**src/rtl/isa_pkg.sv**
```systemverilog
package isa_pkg;

    // layout of the one-word instruction
    localparam int INSN_BYTES = 4;
    localparam int OPCODE_W = 6;
    localparam int REG_ADDR_W = 5;
    localparam int IMM_W = 16;
    localparam int OPCODE_LSB = 26;
    localparam int RD_LSB = 21;
    localparam int RA_LSB = 16;
    localparam int RB_LSB = 11;

    // opcodes
    localparam logic [OPCODE_W-1:0] ADD = 6'h00;
    localparam logic [OPCODE_W-1:0] SUB = 6'h01;
    localparam logic [OPCODE_W-1:0] AND = 6'h02;
    localparam logic [OPCODE_W-1:0] OR = 6'h03;
    localparam logic [OPCODE_W-1:0] XOR = 6'h04;
    localparam logic [OPCODE_W-1:0] SHL = 6'h05;
    localparam logic [OPCODE_W-1:0] SHR = 6'h06;
    localparam logic [OPCODE_W-1:0] ADDI = 6'h08;
    localparam logic [OPCODE_W-1:0] ORI = 6'h09;
    localparam logic [OPCODE_W-1:0] LOAD = 6'h10;
    localparam logic [OPCODE_W-1:0] STORE = 6'h11;
    localparam logic [OPCODE_W-1:0] BEQ = 6'h18;
    localparam logic [OPCODE_W-1:0] BNE = 6'h19;
    localparam logic [OPCODE_W-1:0] JMP = 6'h1a;
    localparam logic [OPCODE_W-1:0] HALT = 6'h3f;

    localparam int ALU_OP_W = 3;
    localparam logic [ALU_OP_W-1:0] alu_add = 3'd0;
    localparam logic [ALU_OP_W-1:0] alu_sub = 3'd1;
    localparam logic [ALU_OP_W-1:0] alu_and = 3'd2;
    localparam logic [ALU_OP_W-1:0] alu_or = 3'd3;
    localparam logic [ALU_OP_W-1:0] alu_xor = 3'd4;
    localparam logic [ALU_OP_W-1:0] alu_shl = 3'd5;
    localparam logic [ALU_OP_W-1:0] alu_shr = 3'd6;

    localparam int MEM_OP_W = 2;
    localparam logic [MEM_OP_W-1:0] mem_none = 2'd0;
    localparam logic [MEM_OP_W-1:0] mem_load = 2'd1;
    localparam logic [MEM_OP_W-1:0] mem_store = 2'd2;

endpackage

```
**src/rtl/mem_pkg.sv**
```systemverilog
package mem_pkg;

    localparam int DATA_W = 32;

    // byte addresses come from the core and word addresses go to the SPM
    localparam int BYTE_ADDR_W = 32;
    localparam int WORD_ADDR_W = 30;

    // the default SPM size is in words and must be a power of two
    localparam int SPM_DEPTH_DEFAULT = 1024;

endpackage

```
**src/rtl/decoder.sv**
```systemverilog
module decoder (
    input  logic [mem_pkg::DATA_W-1:0]     insn,
    input  logic [mem_pkg::DATA_W-1:0]     pc,
    input  logic                           fetch_en,
    input  logic [mem_pkg::DATA_W-1:0]     rd_data_0,
    input  logic [mem_pkg::DATA_W-1:0]     rd_data_1,
    output logic [isa_pkg::REG_ADDR_W-1:0] rd_addr_0,
    output logic [isa_pkg::REG_ADDR_W-1:0] rd_addr_1,
    output logic [isa_pkg::REG_ADDR_W-1:0] dst_addr,
    output logic                           gpr_we,
    output logic                           wb_load,
    output logic [isa_pkg::ALU_OP_W-1:0]   alu_op,
    output logic [mem_pkg::DATA_W-1:0]     alu_in_0,
    output logic [mem_pkg::DATA_W-1:0]     alu_in_1,
    output logic [isa_pkg::MEM_OP_W-1:0]   mem_op,
    output logic [mem_pkg::DATA_W-1:0]     store_data,
    output logic                           br_taken,
    output logic [mem_pkg::DATA_W-1:0]     br_addr,
    output logic                           halt_req
);

    localparam int IMM_EXT_W = mem_pkg::DATA_W - isa_pkg::IMM_W;
    localparam int INSN_SHIFT = $clog2(isa_pkg::INSN_BYTES);

    logic [isa_pkg::OPCODE_W-1:0] opcode;
    logic [isa_pkg::REG_ADDR_W-1:0] rd;
    logic [isa_pkg::IMM_W-1:0] imm;
    logic [mem_pkg::DATA_W-1:0] imm_sext;
    logic [mem_pkg::DATA_W-1:0] imm_zext;
    logic [mem_pkg::DATA_W-1:0] br_target;
    logic rd_is_source;

    assign opcode = insn[isa_pkg::OPCODE_LSB +: isa_pkg::OPCODE_W];
    assign rd = insn[isa_pkg::RD_LSB +: isa_pkg::REG_ADDR_W];
    assign imm = insn[isa_pkg::IMM_W-1:0];
    assign imm_sext = {{IMM_EXT_W{imm[isa_pkg::IMM_W-1]}}, imm};
    assign imm_zext = {{IMM_EXT_W{1'b0}}, imm};
    assign br_target = pc + isa_pkg::INSN_BYTES + (imm_sext << INSN_SHIFT);

    // stores and compares read rd through the second port instead of rb
    assign rd_is_source = (opcode == isa_pkg::STORE) || (opcode == isa_pkg::BEQ) ||
                          (opcode == isa_pkg::BNE);

    assign rd_addr_0 = insn[isa_pkg::RA_LSB +: isa_pkg::REG_ADDR_W];
    assign rd_addr_1 = rd_is_source ? rd : insn[isa_pkg::RB_LSB +: isa_pkg::REG_ADDR_W];
    assign dst_addr = rd;
    assign store_data = rd_data_1;
    assign alu_in_0 = rd_data_0;

    always_comb begin
        gpr_we = 1'b0;
        wb_load = 1'b0;
        alu_op = isa_pkg::alu_add;
        alu_in_1 = rd_data_1;
        mem_op = isa_pkg::mem_none;
        br_taken = 1'b0;
        br_addr = br_target;
        halt_req = 1'b0;
        case (opcode)
            isa_pkg::ADD, isa_pkg::SUB, isa_pkg::AND, isa_pkg::OR,
            isa_pkg::XOR, isa_pkg::SHL, isa_pkg::SHR: begin
                gpr_we = 1'b1;
                case (opcode)
                    isa_pkg::SUB: alu_op = isa_pkg::alu_sub;
                    isa_pkg::AND: alu_op = isa_pkg::alu_and;
                    isa_pkg::OR: alu_op = isa_pkg::alu_or;
                    isa_pkg::XOR: alu_op = isa_pkg::alu_xor;
                    isa_pkg::SHL: alu_op = isa_pkg::alu_shl;
                    isa_pkg::SHR: alu_op = isa_pkg::alu_shr;
                    default: alu_op = isa_pkg::alu_add;
                endcase
            end
            isa_pkg::ADDI: begin
                gpr_we = 1'b1;
                alu_in_1 = imm_sext;
            end
            isa_pkg::ORI: begin
                gpr_we = 1'b1;
                alu_op = isa_pkg::alu_or;
                alu_in_1 = imm_zext;
            end
            isa_pkg::LOAD: begin
                gpr_we = 1'b1;
                wb_load = 1'b1;
                alu_in_1 = imm_sext;
                mem_op = isa_pkg::mem_load;
            end
            isa_pkg::STORE: begin
                alu_in_1 = imm_sext;
                mem_op = isa_pkg::mem_store;
            end
            isa_pkg::BEQ: br_taken = (rd_data_0 == rd_data_1);
            isa_pkg::BNE: br_taken = (rd_data_0 != rd_data_1);
            isa_pkg::JMP: begin
                // low bits dropped so the target is always a whole instruction
                br_taken = 1'b1;
                br_addr = {rd_data_0[mem_pkg::DATA_W-1:INSN_SHIFT], {INSN_SHIFT{1'b0}}};
            end
            isa_pkg::HALT: halt_req = 1'b1;
            default: ;
        endcase

        // nothing may change state while the core is stopped or halted
        if (!fetch_en) begin
            gpr_we = 1'b0;
            wb_load = 1'b0;
            mem_op = isa_pkg::mem_none;
            br_taken = 1'b0;
            halt_req = 1'b0;
        end
    end

endmodule

```
**config.mk**
```make
export PLATFORM = sky130hd
export DESIGN_NAME = decoder
export DESIGN_NICKNAME = d
export VERILOG_FILES = /design/src/rtl/isa_pkg.sv /design/src/rtl/mem_pkg.sv /design/src/rtl/decoder.sv
export SDC_FILE = /design/constraint.sdc
export NUM_CORES = 1
export LEC_CHECK = 0
export BUFFER_PORTS_ARGS = -buffer_cell sky130_fd_sc_hd__buf_2
export CORE_AREA = 2 2 110 112
export DETAILED_ROUTE_END_ITERATION = 8
export DIE_AREA = 0 0 112 114
export PLACE_DENSITY = 0.69
export SYNTH_ARGS = -nofsm -noshare
export SYNTH_HDL_FRONTEND = slang
export SYNTH_SLANG_ARGS = --single-unit
```
**constraint.sdc**
```tcl
create_clock -name vclk -period 7.21
set_clock_uncertainty 0.1 [all_clocks]
set_input_delay 1.442 -clock vclk [all_inputs]
set_output_delay 1.442 -clock vclk [all_outputs]
set_load 0.01 [all_outputs]
```
==> flow_summary.toml, run 1 <==
[synthesis]
synth_cells = 507
synthesis.nets = 694
ys_seq_area_share_pct = 0
avgSynthCellArea_sq_um = 7.25
synth_area_sq_um = 3670
ys_warn_count = 0
ys_types = 41

[clock_network]
postCtsSetupBuffers = 0
postCtsHoldBufs = 0
cts_resized = 0

[worst_hold_path]
min_from = "insn[18]"
hold_path_depth = 0
min_path_type = "in2out"
hold_end = "rd_addr_0[2]"

[layout]
finalNetCount = 875
final_common_cell = "buf_2"
final_cell_mix = "buf_2 (271), ha_1 (57), xnor2_1 (48), a21oi_1 (46), nand2_1 (38)"
area_growth_pct = 25.5
drive_gt1_share_pct = 43.9
regArea_sq_um = 0
nClkBuffers = 0
design.seq.count = 0
diodes = 0
fin_area_sq_um = 4610

[power]
p_leak_nw = 2.55
power_density_nw_per_um2 = 102
totalPowerFinal_mw = 0.471
irDropWorstVdd_uv = 46.8

[sta]
finalSetupTns_ns = 0
finalSetupViolCount = 0
min_period_over_period_pct = 84.7
post-route-min-period_ns = 6.11
hold_viol_final = 0
worst_pin_slew_ns = 1.03
fin_hold_ws_ns = 2.78
slew_headroom_pct = 31.3
grt_setup_unrepaired = "false"
finalMaxSlewViolations = 0
fmax_mhz = 164

[floorplanning]
core_area_sq_um = 11700
die_w_um = 112
dieArea_sq_um = 12800
rows = 40
dieHeight_um = 114
start_util_pct = 31.4
ios = 281

[worst_setup_path]
cp_max_fo = 3
cp-end-kind = "output pin"
worstPathArrival_ns = 4.56
start_kind = "primary input"
cp.required_ns = 5.67
crit_type = "in2out"

[global_routing]
grt_pass1_wl_mm = 21.6
antenna_found_initial = 0
grt_max_degree = 34
overflow = 0
track_usage_pct = 21.2
grt_pass1_vias = 3951

[drt]
vias = 4247
wl_mm = 14.7
antenna_left = 0
wl_per_cell_um = 17.7
vias_per_cell = 5.10
firstDrtPassIters = 4
drc = 0
first_iter_violations = 382

[placement]
io_buffers = 271
dp_hpwl_mm = 12.7
placedInstanceArea_sq_um = 4610
gp_congestion = 0.913

[outcome]
status = "finished clean"

[flow_run]
drv_cap = 0
worst max path at each step:
stage          depth (start not counted)  startpoint          end  slack [ns]
4_1_cts                               13     insn[1]  br_addr[29]        1.12
5_1_grt                               13     insn[1]  br_addr[23]        0.97
6_report                              13     insn[1]  br_addr[29]        1.10
3_3_place_gp                          13     insn[1]  br_addr[29]        1.16
3_5_place_dp                          13     insn[1]  br_addr[29]        1.12
2_1_floorplan                         11     insn[1]  br_addr[29]        1.59
layer usage:
metal / vias to the layer above / share of wire, % / global-route usage (%) / routed length, um
li1: 2119 / - / - / -
met1: 1930 / 43 / 27.7 / 6260
met2: 169 / 47 / 37.2 / 6950
met3: 29 / 7.1 / 2.44 / 1050
met4: 0 / 3.2 / 5.69 / 468
met5: - / 0 / 0 / 0
per-stage QoR:
stage / setup slack, ns / instances / util, %
final: 1.10 / 833 / 39.4
after floorplan: 1.59 / 507 / -
after detailed placement: 1.12 / 833 / 39.4
after CTS: 1.12 / 833 / 39.4
after global placement: 1.16 / 833 / 39.4
after global routing: 0.974 / 833 / 39.4
kinds of logic after synthesis:
group | synth area share, %
buffers and inverters | 17.8
AOI/OAI and AO/OA | 25.8
muxes | 6.13
adders and majority gates | 20.0
and+or+nand+nor | 16.0
xor gates and xnor gates | 14.3
cell type report:
class / instances / area (sq um)
Tap cell: 147 / 184
Multi-Input combinational cell: 407 / 3030
Inverter: 6 / 22.5
Timing Repair Buffer: 273 / 1370
Fill cell: 1269 / 7100
synth_stat cells:
cell	count	share of area (%)
a31oi_1	2	0.34
clkbuf_1	20	2.0
ha_1	57	19
or4b_2	1	0.27
xnor2_1	48	11
nand3_1	9	1.2
or2_2	1	0.17
o31ai_1	4	0.82
o22ai_1	1	0.17
xor2_1	12	2.9
nor2_1	35	3.6
o31a_1	1	0.24
a211o_1	1	0.24
and3_1	7	1.2
nand2_1	38	3.9
inv_1	6	0.61
a211oi_1	3	0.61
a311o_1	2	0.54
o211a_1	5	1.4
nor4_1	8	1.4
buf_4	74	15
a21o_1	35	7.2
a31o_2	1	0.24
nor2b_1	4	0.68
o21bai_1	2	0.41
nor3_1	5	0.68
and2_1	3	0.51
a221oi_2	4	1.6
o21ai_1	2	0.27
a21boi_0	1	0.20
o32a_1	1	0.27
o21a_1	5	1.0
or2_1	1	0.17
o21ai_0	26	3.5
nand4_1	11	1.9
nor3b_1	2	0.41
o311a_1	1	0.27
a21oi_1	46	6.3
mux2_2	20	6.1
fa_1	1	0.54
o32ai_1	1	0.24
worst max-delay path, cell delays in order:
cell and delay [ns]:
buf_2 0.11, ha_1 0.28, ha_1 0.25, fa_1 0.42, a21o_1 0.20, a221oi_2 0.34
a21oi_1 0.18, or2_1 0.29, a311o_1 0.39, a221oi_2 0.26, xor2_1 0.18, o21ai_1 0.07
buf_2 0.15
power by group:
| group | leakage [nW] | switching (mW) | internal [mW] |
|---|---|---|---|
| clock | 0 | 0 | 0 |
| sequential | 0 | 0 | 0 |
| combinational | 2.55 | 0.266 | 0.205 |
(Power assumes the default switching activity.)
==> inputs of run 2 (changes only) <==
--- a/config.mk
+++ b/config.mk
@@ -6,10 +6,10 @@
 export NUM_CORES = 1
 export LEC_CHECK = 0
 export BUFFER_PORTS_ARGS = -buffer_cell sky130_fd_sc_hd__buf_2
-export CORE_AREA = 2 2 110 112
+export CORE_AREA = 2 2 108 110
 export DETAILED_ROUTE_END_ITERATION = 8
-export DIE_AREA = 0 0 112 114
-export PLACE_DENSITY = 0.69
+export DIE_AREA = 0 0 110 112
+export PLACE_DENSITY = 0.74
 export SYNTH_ARGS = -nofsm -noshare
 export SYNTH_HDL_FRONTEND = slang
 export SYNTH_SLANG_ARGS = --single-unit
==> constraint.sdc (replaced) <==
create_clock -name vclk -period 5.1
set_clock_uncertainty 0.1 [all_clocks]
set_input_delay 1.02 -clock vclk [all_inputs]
set_output_delay 1.02 -clock vclk [all_outputs]
set_load 0.01 [all_outputs]
==> flow_summary.toml, run 2 (same netlist as run 1, synthesis figures left out) <==
[outcome]
status = "finished clean"

[flow_run]
drv_cap = 0

[global_routing]
antenna_found_initial = 0
grt_pass1_wl_mm = 21.3
track_usage_pct = 21.9
grt_max_degree = 34
grt_pass1_vias = 3988
overflow = 0

[placement]
preCtsSetupSlack_ns = 0.0171
gp_congestion = 0.912
io_buffers = 271
dp_hpwl_mm = 12.7

[worst_setup_path]
slowest_stage = "a311o_1"
cp_max_fo = 3
crit_type = "in2out"
cp-end-kind = "output pin"
path_cells = "buf_6 -> ha_4 -> ha_4 -> fa_2 -> a21o_1 -> a221oi_2 -> a21oi_2 -> or2_1 -> a311o_1 -> a221oi_2 -> xor2_1 -> o21ai_1 -> buf_2"
slowest_delay_ns = 0.43
start_kind = "primary input"
cp.required_ns = 3.98
worstPathArrival_ns = 3.88

[sta]
worst_pin_slew_ns = 0.794
post-route-min-period_ns = 5.00
setup_ws_ns = 0.0995
finalSetupViolCount = 0
grt_setup_unrepaired = "true"
slew_headroom_pct = 47.1
hold_viol_final = 0
fmax_mhz = 200
finalMaxSlewViolations = 0
finalSetupTns_ns = 0
min_period_over_period_pct = 98.0

[drt]
wl_per_cell_um = 17.4
first_iter_violations = 458
wl_mm = 14.6
firstDrtPassIters = 4
vias = 4299
antenna_left = 0
vias_per_cell = 5.12
drc = 0

[layout]
regArea_sq_um = 0
drive_gt1_share_pct = 45.9
design.seq.count = 0
finalNetCount = 886
diodes = 0
area_growth_pct = 29.3
final_common_cell = "buf_2"
multi_input_area_sq_um = 3070
final_cell_mix = "buf_2 (267), ha_1 (54), xnor2_1 (48), a21oi_1 (45), nand2_1 (38)"
fill_cells = 1157
nClkBuffers = 0

[floorplanning]
start_util_pct = 32.9
rows = 39
dieHeight_um = 112
ios = 281
dieArea_sq_um = 12300
core_area_sq_um = 11200
die_w_um = 110

[power]
power_density_nw_per_um2 = 144
irDropWorstVdd_uv = 63.1
p_leak_nw = 2.61

[worst_hold_path]
min_path_type = "in2out"
==> run 2: cell types whose count changed in the layout (fill, tap and decap cells not counted), sizes merged <==
| cell | before | now |
|---|---|---|
| buf | 273 | 284 |
==> run 2: per-layer routing <==
layer,up-vias,GRT usage (%),wire [um]
met3,28,3.40,956
met4,0,5.49,412
met1,1974,28.5,6340
met5,-,0,0
met2,159,37.3,6930
li1,2138,-,-
==> run 2: final cells by class <==
class	count	area share (%)
Inverter	6	0.527
Multi-Input combinational cell	407	64.6
Timing Repair Buffer	284	31.1
Tap cell	143	3.77
==> run 2: repair_timing <==
item | CTS | global route
hold buffers | 0 | 0
setup buffers | 0 | 2
setup endpoints to repair | 0 | 5
gates resized for setup | 0 | 15
==> run 2: where the power goes <==
group	switching (mW)	internal, mW	leakage [nW]
Combinational	0.381	0.305	2.61
Sequential	0	0	0
Clock	0	0	0
Total	0.381	0.305	2.61
==> run 2: metrics by stage <==
step	util (%)	std cells	area [sq um]	hold WS (ns)	power, mW
after detailed placement	41.8	838	4670	1.94	0.671
after floorplan	-	507	3670	2.03	0.436
after global placement	41.8	838	4670	1.94	0.670
after global routing	42.5	840	4750	1.94	0.752
after CTS	41.8	838	4670	1.94	0.675
final	42.5	840	4750	1.94	0.686
==> run 2: worst max-delay path, delay by kind of cell <==
kind,cells,cell delay [ns]
simple gates,1,0.25
compound gates,6,1.40
xor+xnor,1,0.16
fa+ha+maj,3,0.78
buf+inv,2,0.27
==> run 2: final timing paths <==
path | startpoint | endpoint | depth (start not counted)
worst min-delay path | insn[18] | rd_addr_0[2] | 0
worst max-delay path | pc[3] | br_addr[29] | 13
==> inputs of run 3 (changes only) <==
--- a/config.mk
+++ b/config.mk
@@ -10,6 +10,7 @@
 export DETAILED_ROUTE_END_ITERATION = 8
 export DIE_AREA = 0 0 110 112
 export PLACE_DENSITY = 0.74
+export SETUP_SLACK_MARGIN = 0.3
 export SYNTH_ARGS = -nofsm -noshare
 export SYNTH_HDL_FRONTEND = slang
 export SYNTH_SLANG_ARGS = --single-unit
==> flow_summary.toml, run 3 (same netlist as run 1, synthesis figures left out) <==
[power]
p_comb_share_pct = 100.0
p_leak_nw = 2.62
swShare_pct = 55.4
irDropWorstVdd_uv = 63.8
totalPowerFinal_mw = 0.697
seqPwrFrac_pct = 0
internal-power_mw = 0.311
power_density_nw_per_um2 = 145
clockPowerShare_pct = 0
p_switching_mw = 0.386

[floorplanning]
start_util_pct = 32.9
dieArea_sq_um = 12300
rows = 39
die_w_um = 110
core_area_sq_um = 11200
dieHeight_um = 112
ios = 281

[sta]
fin_hold_ws_ns = 1.94
grt_setup_unrepaired = "true"
finalSetupTns_ns = 0
min_period_over_period_pct = 95.7
post-route-min-period_ns = 4.88
hold_viol_final = 0
finalSetupViolCount = 0
fmax_mhz = 205
finalMaxSlewViolations = 0
worst_pin_slew_ns = 0.826
slew_headroom_pct = 44.9

[drt]
drc = 0
vias = 4364
wl_mm = 14.7
vias_per_cell = 5.18
firstDrtPassIters = 4
first_iter_violations = 462
wl_per_cell_um = 17.5
antenna_left = 0

[layout]
fill_cells = 1153
multi_input_area_sq_um = 3120
regArea_sq_um = 0
area_growth_pct = 30.7
diodes = 0
final_common_cell = "buf_2"
design.seq.count = 0
final_cell_mix = "buf_2 (268), ha_1 (51), xnor2_1 (48), a21oi_1 (43), nand2_1 (38)"
nClkBuffers = 0
drive_gt1_share_pct = 47.1
finalNetCount = 888

[global_routing]
grt_pass1_vias = 4022
antenna_found_initial = 0
overflow = 0
grt_max_degree = 34
track_usage_pct = 22.1
grt_pass1_wl_mm = 21.4

[worst_hold_path]
min_from = "insn[18]"
min_path_type = "in2out"

[placement]
dp_hpwl_mm = 12.7
gp_congestion = 0.912
io_buffers = 271

[worst_setup_path]
slowest_delay_ns = 0.39
start_kind = "primary input"
cp.required_ns = 3.98
crit_start = "pc[3]"
path_cells = "buf_6 -> ha_4 -> ha_4 -> fa_2 -> a21o_1 -> a221oi_4 -> a21oi_2 -> or2_1 -> a311o_1 -> buf_4 -> buf_4 -> xnor2_1 -> a21oi_1 -> buf_2"
cp-end-kind = "output pin"
slowest_stage = "a311o_1"
crit_type = "in2out"
worstPathArrival_ns = 3.76
cp_max_fo = 3

[outcome]
status = "finished clean"

[flow_run]
drv_cap = 0
==> run 3: changes by cell type in the layout (fill, tap and decap cells not counted), sizes merged <==
cell / change
buf: +1
clkbuf: +1
==> run 3: critical path, delay by kind of cell <==
family                     cells  cell delay [ns]
xor gates and xnor gates       1             0.11
and+or+nand+nor                1             0.26
buffers and inverters          4             0.52
AOI/OAI and AO/OA              5             1.09
adders and majority gates      3             0.76
==> run 3: cell type report <==
cell class | count | share of cell area, %
multi-input combinational | 407 | 64.9
timing repair buffer | 286 | 30.9
tap | 143 | 3.73
inverter | 6 | 0.469
==> run 3: per-layer routing <==
metal  track usage, %  vias to the layer above  wire [um]
li1                 -                     2147          -
met4             5.57                        0        380
met1             28.5                     2015       6260
met2             37.7                      178       7090
met5                0                        -          0
met3             3.45                       24       1010
==> run 3: repair_timing <==
action | CTS | global route
gates cloned | 0 | 0
gates resized for setup | 13 | 9
buffers inserted | 1 | 3
pin swaps | 16 | 16
hold buffers | 0 | 0
setup endpoints to repair | 12 | 13
==> run 3: final timing paths <==
check                      end  cells after the start
setup / recovery   br_addr[21]                     14
hold / removal    rd_addr_0[2]                      0
==> run 3: through the flow <==
step,std cells,utilization (%),setup slack (ns),cell area (sq um)
final,842,43.0,0.218,4800
after global routing,842,43.0,0.0806,4800
after CTS,839,42.4,0.104,4730
after global placement,838,41.8,0.0411,4670
after floorplan,507,-,0.326,3670
after detailed placement,838,41.8,0.0171,4670
==> run 3: power groups by stage <==
stage	Clock, mW	Combinational [mW]	Sequential (mW)
2_1_floorplan	0	0.436	0
3_3_place_gp	0	0.670	0
3_5_place_dp	0	0.671	0
4_1_cts	0	0.684	0
5_1_grt	0	0.763	0
6_report	0	0.697	0
